--- src/design/texEnvPkg.sv ---
/* Texture environment package
   Color types, combine opcodes and mixer operand selects */
package texEnvPkg;

    // Width of one external color channel
    localparam int channelWidth = 8;

    // External RGBA8 color with red in the top byte
    typedef struct packed {
        logic [channelWidth-1:0] r;
        logic [channelWidth-1:0] g;
        logic [channelWidth-1:0] b;
        logic [channelWidth-1:0] a;
    } rgba8_t;

    // Combine functions of the texture environment
    typedef enum logic [2:0] {
        REPLACE     = 3'd0,
        MODULATE    = 3'd1,
        ADD         = 3'd2,
        SUBTRACT    = 3'd3,
        INTERPOLATE = 3'd4
    } combineOp_t;

    // What a mixer slot receives
    typedef enum logic [2:0] {
        TEXTURE            = 3'd0,
        PRIMARY            = 3'd1,
        CONSTANT           = 3'd2,
        ONE_MINUS_CONSTANT = 3'd3,
        ONE                = 3'd4,
        ZERO               = 3'd5
    } operandSrc_t;

    // Mixer computes srcA*srcB + srcC*srcD with srcD negated when negD is set
    typedef struct packed {
        operandSrc_t srcA;
        operandSrc_t srcB;
        operandSrc_t srcC;
        operandSrc_t srcD;
        logic        negD;
    } operandSel_t;

endpackage

--- src/design/combinerControl.sv ---
/* Combiner control
   Holds opcode and constant color, decodes operand selects, delays valid */
`timescale 1ns/10ps

module combinerControl
    import texEnvPkg::*;
(
    input  logic        aclk,
    input  logic        rst,
    input  logic        cfgWrite,
    input  combineOp_t  cfgOp,
    input  rgba8_t      cfgConstant,
    input  logic        inValid,
    output operandSel_t opSel,
    output rgba8_t      constColor,
    output logic        outValid
);
    // Operand register, two mixer stages and the clamp
    localparam int pipeDepth = 4;

    combineOp_t           opReg;
    logic [pipeDepth-1:0] validPipe;

    always_ff @(posedge aclk)
    begin
        if (rst)
        begin
            opReg      <= REPLACE;
            constColor <= '0;
        end
        else if (cfgWrite)
        begin
            opReg      <= cfgOp;
            constColor <= cfgConstant;
        end
    end

    // Default is texture*ONE + ZERO*ZERO
    always_comb
    begin
        opSel.srcA = TEXTURE;
        opSel.srcB = ONE;
        opSel.srcC = ZERO;
        opSel.srcD = ZERO;
        opSel.negD = 1'b0;
        case (opReg)
            MODULATE:
            begin
                opSel.srcB = PRIMARY;
            end
            ADD:
            begin
                opSel.srcC = PRIMARY;
                opSel.srcD = ONE;
            end
            SUBTRACT:
            begin
                opSel.srcC = PRIMARY;
                opSel.srcD = ONE;
                opSel.negD = 1'b1;
            end
            INTERPOLATE:
            begin
                opSel.srcB = CONSTANT;
                opSel.srcC = PRIMARY;
                opSel.srcD = ONE_MINUS_CONSTANT;
            end
            default:
            begin
                // Replace keeps the texture passthrough from the defaults
            end
        endcase
    end

    always_ff @(posedge aclk)
    begin
        if (rst)
            validPipe <= '0;
        else
            validPipe <= {validPipe[pipeDepth-2:0], inValid};
    end

    assign outValid = validPipe[pipeDepth-1];

endmodule

--- src/design/operandSelect.sv ---
/* Operand select
   Widens input channels to signed and registers the four mixer operands */
`timescale 1ns/10ps

module operandSelect
    import texEnvPkg::*;
#(
    parameter int subPixelWidth = 9
) (
    input  logic                              aclk,
    input  operandSel_t                       opSel,
    input  rgba8_t                            texColor,
    input  rgba8_t                            primColor,
    input  rgba8_t                            constColor,
    output logic signed [4*subPixelWidth-1:0] colorA,
    output logic signed [4*subPixelWidth-1:0] colorB,
    output logic signed [4*subPixelWidth-1:0] colorC,
    output logic signed [4*subPixelWidth-1:0] colorD
);
    localparam int channels = 4;
    localparam logic signed [subPixelWidth-1:0] fixedOne =
        subPixelWidth'((1 << (subPixelWidth - 1)) - 1);

    logic signed [4*subPixelWidth-1:0] nextA;
    logic signed [4*subPixelWidth-1:0] nextB;
    logic signed [4*subPixelWidth-1:0] nextC;
    logic signed [4*subPixelWidth-1:0] nextD;

    // Zero extension keeps every input non-negative
    function automatic logic signed [subPixelWidth-1:0] widen(
        input logic [channelWidth-1:0] value
    );
        return {{(subPixelWidth - channelWidth){1'b0}}, value};
    endfunction

    function automatic logic signed [subPixelWidth-1:0] pick(
        input operandSrc_t                        src,
        input logic signed [subPixelWidth-1:0]    tex,
        input logic signed [subPixelWidth-1:0]    prim,
        input logic signed [subPixelWidth-1:0]    konst
    );
        logic signed [subPixelWidth-1:0] value;
        case (src)
            TEXTURE:            value = tex;
            PRIMARY:            value = prim;
            CONSTANT:           value = konst;
            ONE_MINUS_CONSTANT: value = fixedOne - konst;
            ONE:                value = fixedOne;
            default:            value = '0;
        endcase
        return value;
    endfunction

    always_comb
    begin : selectOperands
        logic signed [subPixelWidth-1:0] tex;
        logic signed [subPixelWidth-1:0] prim;
        logic signed [subPixelWidth-1:0] konst;
        logic signed [subPixelWidth-1:0] dValue;
        for (int ch = 0; ch < channels; ch++)
        begin
            tex   = widen(texColor[ch*channelWidth +: channelWidth]);
            prim  = widen(primColor[ch*channelWidth +: channelWidth]);
            konst = widen(constColor[ch*channelWidth +: channelWidth]);
            nextA[ch*subPixelWidth +: subPixelWidth] = pick(opSel.srcA, tex, prim, konst);
            nextB[ch*subPixelWidth +: subPixelWidth] = pick(opSel.srcB, tex, prim, konst);
            nextC[ch*subPixelWidth +: subPixelWidth] = pick(opSel.srcC, tex, prim, konst);
            dValue = pick(opSel.srcD, tex, prim, konst);
            // Negated slot D turns the sum into a difference
            nextD[ch*subPixelWidth +: subPixelWidth] = opSel.negD ? -dValue : dValue;
        end
    end

    always_ff @(posedge aclk)
    begin
        colorA <= nextA;
        colorB <= nextB;
        colorC <= nextC;
        colorD <= nextD;
    end

endmodule

--- src/design/colorMixerSigned.sv ---
/* Signed color mixer
   Two-stage pipeline for colorA*colorB + colorC*colorD per channel,
   rounded and saturated to the signed channel range */
`timescale 1ns/10ps

module colorMixerSigned #(
    parameter int subPixelWidth = 9
) (
    input  logic                              aclk,
    input  logic signed [4*subPixelWidth-1:0] colorA,
    input  logic signed [4*subPixelWidth-1:0] colorB,
    input  logic signed [4*subPixelWidth-1:0] colorC,
    input  logic signed [4*subPixelWidth-1:0] colorD,
    output logic signed [4*subPixelWidth-1:0] mixedColor
);
    localparam int channels  = 4;
    localparam int prodWidth = 2 * (subPixelWidth - 1) + 1;
    // One extra bit for the carry of the product sum
    localparam int sumWidth  = prodWidth + 1;

    // One is also the largest signed channel value
    localparam logic signed [sumWidth-1:0] fixedOne =
        sumWidth'((1 << (subPixelWidth - 1)) - 1);
    localparam logic signed [sumWidth-1:0] satMin = -fixedOne - 1;

    logic signed [prodWidth-1:0] prodAB  [channels];
    logic signed [prodWidth-1:0] prodCD  [channels];
    logic signed [sumWidth-1:0]  rounded [channels];

    function automatic logic signed [subPixelWidth-1:0] saturate(
        input logic signed [sumWidth-1:0] value
    );
        logic signed [subPixelWidth-1:0] result;
        if (value > fixedOne)
            result = fixedOne[subPixelWidth-1:0];
        else if (value < satMin)
            result = satMin[subPixelWidth-1:0];
        else
            result = value[subPixelWidth-1:0];
        return result;
    endfunction

    // Stage 1 registers the eight channel products
    always_ff @(posedge aclk)
    begin
        for (int ch = 0; ch < channels; ch++)
        begin
            prodAB[ch] <= $signed(colorA[ch*subPixelWidth +: subPixelWidth])
                        * $signed(colorB[ch*subPixelWidth +: subPixelWidth]);
            prodCD[ch] <= $signed(colorC[ch*subPixelWidth +: subPixelWidth])
                        * $signed(colorD[ch*subPixelWidth +: subPixelWidth]);
        end
    end

    // Add the rounding term before scaling back down by one
    always_comb
    begin
        for (int ch = 0; ch < channels; ch++)
            rounded[ch] = (prodAB[ch] + prodCD[ch] + fixedOne) >>> (subPixelWidth - 1);
    end

    // Stage 2 saturates and registers the result
    always_ff @(posedge aclk)
    begin
        for (int ch = 0; ch < channels; ch++)
            mixedColor[ch*subPixelWidth +: subPixelWidth] <= saturate(rounded[ch]);
    end

endmodule

--- src/design/colorClampUnsigned.sv ---
/* Unsigned color clamp
   Registers signed mixer channels clamped back into RGBA8 */
`timescale 1ns/10ps

module colorClampUnsigned
    import texEnvPkg::*;
#(
    parameter int subPixelWidth = 9
) (
    input  logic                              aclk,
    input  logic signed [4*subPixelWidth-1:0] mixedColor,
    output rgba8_t                            outColor
);
    localparam int channels = 4;
    localparam logic signed [subPixelWidth-1:0] channelMax =
        subPixelWidth'((1 << channelWidth) - 1);

    function automatic logic [channelWidth-1:0] clampChannel(
        input logic signed [subPixelWidth-1:0] value
    );
        logic [channelWidth-1:0] result;
        if (value < 0)
            result = '0;
        else if (value > channelMax)
            result = '1;
        else
            result = value[channelWidth-1:0];
        return result;
    endfunction

    always_ff @(posedge aclk)
    begin
        for (int ch = 0; ch < channels; ch++)
        begin
            outColor[ch*channelWidth +: channelWidth] <=
                clampChannel($signed(mixedColor[ch*subPixelWidth +: subPixelWidth]));
        end
    end

endmodule

--- src/design/texEnvCombiner.sv ---
/* Texture environment combiner
   Combines texture and primary color under the configured opcode,
   four cycles from input to output */
`timescale 1ns/10ps

module texEnvCombiner
    import texEnvPkg::*;
#(
    parameter int subPixelWidth = 9
) (
    input  logic       aclk,
    input  logic       rst,
    input  logic       cfgWrite,
    input  combineOp_t cfgOp,
    input  rgba8_t     cfgConstant,
    input  logic       inValid,
    input  rgba8_t     texColor,
    input  rgba8_t     primColor,
    output logic       outValid,
    output rgba8_t     outColor
);
    operandSel_t                       opSel;
    rgba8_t                            constColor;
    logic signed [4*subPixelWidth-1:0] colorA;
    logic signed [4*subPixelWidth-1:0] colorB;
    logic signed [4*subPixelWidth-1:0] colorC;
    logic signed [4*subPixelWidth-1:0] colorD;
    logic signed [4*subPixelWidth-1:0] mixedColor;

    combinerControl i_combinerControl (
        .aclk        (aclk),
        .rst         (rst),
        .cfgWrite    (cfgWrite),
        .cfgOp       (cfgOp),
        .cfgConstant (cfgConstant),
        .inValid     (inValid),
        .opSel       (opSel),
        .constColor  (constColor),
        .outValid    (outValid)
    );

    operandSelect #(
        .subPixelWidth (subPixelWidth)
    ) i_operandSelect (
        .aclk       (aclk),
        .opSel      (opSel),
        .texColor   (texColor),
        .primColor  (primColor),
        .constColor (constColor),
        .colorA     (colorA),
        .colorB     (colorB),
        .colorC     (colorC),
        .colorD     (colorD)
    );

    colorMixerSigned #(
        .subPixelWidth (subPixelWidth)
    ) i_colorMixerSigned (
        .aclk       (aclk),
        .colorA     (colorA),
        .colorB     (colorB),
        .colorC     (colorC),
        .colorD     (colorD),
        .mixedColor (mixedColor)
    );

    colorClampUnsigned #(
        .subPixelWidth (subPixelWidth)
    ) i_colorClampUnsigned (
        .aclk       (aclk),
        .mixedColor (mixedColor),
        .outColor   (outColor)
    );

endmodule

--- config.mk ---
export PLATFORM = sky130hd
export DESIGN_NAME = texEnvCombiner
export DESIGN_NICKNAME = d
export VERILOG_FILES = /design/src/design/texEnvPkg.sv /design/src/design/combinerControl.sv /design/src/design/operandSelect.sv /design/src/design/colorMixerSigned.sv /design/src/design/colorClampUnsigned.sv /design/src/design/texEnvCombiner.sv
export SDC_FILE = /design/constraint.sdc
export NUM_CORES = 2
export LEC_CHECK = 0
export ABC_AREA = 0
export BUFFER_PORTS_ARGS = -buffer_cell sky130_fd_sc_hd__buf_4
export CAP_MARGIN = 10
export CORE_UTILIZATION = 65
export DETAILED_ROUTE_END_ITERATION = 6
export GPL_ROUTABILITY_DRIVEN = 0
export HOLD_SLACK_MARGIN = 0.06
export PLACE_DENSITY_LB_ADDON = 0.12
export SYNTH_ARGS = -nofsm -noshare
export SYNTH_HDL_FRONTEND = slang
export SYNTH_HIERARCHICAL = 1
export SYNTH_SLANG_ARGS = --single-unit
--- constraint.sdc ---
create_clock -name aclk -period 6.3 [get_ports aclk]
set_input_delay 0.63 -clock aclk [delete_from_list [all_inputs] [get_ports aclk]]
set_output_delay 0.63 -clock aclk [all_outputs]
set_load 0.005 [all_outputs]
==> run metrics <==
CP Class=flop to flop; Slew HR=between 10 and 15%; mux cell area share after synthesis=under 10%; Reg-to-Reg End=i_colorMixerSigned/prodCD[2][15]$_DFF_P_; die height=about 250 microns; outcome=complete, but fails checks; Worst Hold Launch=inValid; most frequent cells in the layout=inv_1, fa_1, ha_1, nand2_1, dfxtp_1; Synth Area in Compound Gates=under 10%; Worst-path clk slew=~0.060 ns; leakage power=approximately 21 nW; FF-to-FF path depth=19; RSZ-0062 raised after global routing=no; Max FO, Critical Path=9; Post-Synth Simple-Gate Area=roughly 14%; Final Max Tran Viols=0; largest cells by area after synthesis=fa_1, dfxtp_1, ha_1; Initial Utilization=around two thirds; hold path depth=2; R2R Setup Slk=approximately 1.2 ns; Place WS=~1.2 ns; Slowest-stage cell, CP=fa_1; Startpoint Class=flop; TritonCTS clock tree=done; top_reg_cell synth=dfxtp_1; fraction of layout cells with a size suffix above 1=6.50%; maxcap violations=0; Tmin final=around 5.1 ns; Critical Path, Cell by Cell=nand2_1 > fa_1 > inv_1 > fa_1 > ha_1 > inv_1 > fa_1 > inv_1 > ha_1 > ha_1 > fa_1 > a21o_1 > a21oi_1 > o21bai_1 > a21oi_1 > o21ai_0 > a21o_1 > a21oi_1 > xnor2_1; TritonCTS Buffers=43; Rows=a little under 90; Synth cell types=79; TNS Setup=0 ns; Layout fillers=between 4000 and 5000; number of synthesized flops with an enable pin=0; Worst-Margin Slew=~1.3 ns; Die X=approximately 250 microns; clk root buf=clkbuf_16; r2r startpoint=i_operandSelect/colorC[23]$_DFF_P_; Layout area overhead=6.91%; post-synthesis cell count=4188; WP data arrival=5.57 ns; Fin. Hold Viols=0; Nets=about 5200; grt total ovfl=0; Hold EP=i_combinerControl/validPipe[0]$_SDFF_PP0_; most common cell after layout, fill and taps aside=inv_1; pwr/cell area=roughly 520 mW/mm^2; failing checks=DRC; crit-path most repeated cell=fa_1; vias in the first global route=~28000; sequential share of the synthesized area=19.2%; Ys Warns=6; CTS Sinks=between 300 and 400; Tcrit/Tclk final=80.3%; die area=0.0611 sq mm; Synth async-reset ratio=0%; all-layer global routing usage=between 20% and 30%; Final ANT Viol Nets=0; final std cells w/o fill=~5000; clock buffer depth=3; Mapped Area=0.0391 sq mm; number of port buffers=between 100 and 150; largest net degree at the start of global routing=65; synthesized flop and latch total=roughly 380; antenna violations before repair=3; Crit path largest cell delay=0.56 ns; DR WL/cell=17.0 microns; fin worst setup slack=around 1.2 ns; main combinational cell family by area after synthesis=adder cells; H-Tree Depth=2; worst min-delay path category=input port to flop; post-synth top area cell=fa_1; Total Wirelength=between 80000 and 90000 microns; CP required=between 6 and 7 ns; final setup vio count=0; peak supply drop=roughly 1100 uV; drt initial violations=approximately 1900; PostCTS Resize Cnt=0; Final HPWL DP=between 60000 and 70000 microns; routed vias/inst=approximately 5.5; endpoint type of the worst setup path=flop; first-pass GRT wire length=~140000 microns; IO Count=approximately 140; Post-Synth XOR/XNOR Area=7.67%; syn_area_per_cell=9.33 sq um; Power, Total=between 20 and 25 mW; # DRC=44; skew final=0.0162 ns; FMAX=around 200 MHz; dpl cells=slightly below 5000; routed vias=around 27000; Post-Synth Adder-Cell Area=40.5%; core area=~0.06 sq mm; top-area cell type share of the netlist area=27.5%; Hold Buf Count CTS=0; worst-skew pair later-pin latency=between 0.5 and 0.6 ns; DR pass1 iterations=7; Setup Fix Bufs, Post-CTS=0
==> how the worst max path moves through the flow <==
stage	depth (start not counted)	end	slack (ns)	start
4_1_cts	18	i_colorMixerSigned/prodCD[3][14]$_DFF_P_	1.23	i_operandSelect/colorD[27]$_DFF_P_
2_1_floorplan	20	i_colorMixerSigned/prodCD[2][15]$_DFF_P_	1.57	i_operandSelect/colorC[23]$_DFF_P_
3_3_place_gp	19	i_colorMixerSigned/prodCD[1][15]$_DFF_P_	1.42	i_operandSelect/colorC[14]$_DFF_P_
5_1_grt	18	i_colorMixerSigned/prodCD[3][14]$_DFF_P_	0.94	i_operandSelect/colorD[27]$_DFF_P_
3_5_place_dp	18	i_colorMixerSigned/prodCD[3][14]$_DFF_P_	1.24	i_operandSelect/colorD[27]$_DFF_P_
6_report	19	i_colorMixerSigned/prodCD[2][15]$_DFF_P_	1.24	i_operandSelect/colorC[23]$_DFF_P_
==> flip-flops by register name, indices dropped and copies added (netlist names) <==
register,flops
i_colorMixerSigned/prodAB,68
i_colorMixerSigned/prodCD,68
i_colorMixerSigned/mixedColor,36
i_operandSelect/colorD,36
i_colorClampUnsigned/outColor,32
i_combinerControl/constColor,32
i_operandSelect/colorA,32
i_operandSelect/colorB,32
i_operandSelect/colorC,32
i_combinerControl/validPipe,4
i_combinerControl/opReg,3
==> cell type report <==
type	count	area [sq um]	share of cell area, %
sequential	375	7510	18.0
antenna	3	7.51	0.0180
timing repair buffer	143	1070	2.57
inverter	685	2570	6.16
multi-input combinational	2953	28200	67.4
clock buffer	50	1160	2.78
tap	773	967	2.32
clock inverter	27	315	0.755
==> critical path, delay by kind of cell, from the launching register on <==
kind            cells  cell delay [ns]
simple gates        1             0.13
xor+xnor            1             0.13
buf+inv             3             0.16
compound gates      7             1.33
fa+ha+maj           7             2.75
flops               1             0.50
==> cells in the mapped netlist (6+ instances only) <==
| library cell | count |
|---|---|
| inv_1 | 681 |
| fa_1 | 536 |
| ha_1 | 408 |
| nand2_1 | 399 |
| dfxtp_1 | 375 |
| and2_1 | 260 |
| xor2_1 | 193 |
| nor2_1 | 169 |
| xnor2_1 | 147 |
| clkbuf_1 | 137 |
| nor2b_1 | 117 |
| a21oi_1 | 102 |
| a22oi_1 | 98 |
| o22ai_1 | 96 |
| o21ai_0 | 74 |
| a21o_1 | 41 |
| mux2i_1 | 41 |
| nand3_1 | 39 |
| o21ai_1 | 27 |
| buf_2 | 21 |
| nand2b_1 | 21 |
| and3_1 | 20 |
| o21bai_1 | 20 |
| buf_4 | 19 |
| nor3_1 | 16 |
| o21a_1 | 15 |
| or2_2 | 10 |
| nand3b_1 | 8 |
| buf_6 | 7 |
| nand4_1 | 7 |
| a211oi_1 | 6 |
==> report_power, final <==
| group | internal (mW) | leakage, nW | switching (mW) |
|---|---|---|---|
| Combinational | 7.23 | 17.4 | 8.09 |
| Sequential | 3.34 | 3.13 | 0.487 |
| Clock | 1.54 | 0.727 | 1.07 |
==> through the flow <==
step	cell area, sq um	hold WS [ns]	util [%]
2_1_floorplan	39100	0.414	-
3_3_place_gp	40300	0.418	68.0
3_5_place_dp	40300	0.420	68.0
4_1_cts	41800	0.244	70.5
5_1_grt	41800	0.272	70.5
6_report	41800	0.265	70.5
==> metal layers <==
metal	up-vias	wire length [microns]	GRT usage [%]
met5	-	11	0
met4	2	2700	9.33
met3	162	5980	4.56
met2	808	40500	48.6
met1	13300	36100	39.2
li1	13100	-	-
==> logic make-up (layout without fill, tap and decap cells) <==
| kind of cell | count (synthesis) | in the layout |
|---|---|---|
| buffers and inverters | 874 | 905 |
| adders and majority gates | 944 | 944 |
| AOI/OAI and AO/OA | 517 | 517 |
| other | 3 | 20 |
| DFF | 375 | 375 |
| xor gates and xnor gates | 341 | 341 |
| muxes | 42 | 42 |
| and+or+nand+nor | 1092 | 1092 |
Note: power is estimated with default switching activity, not from simulation.
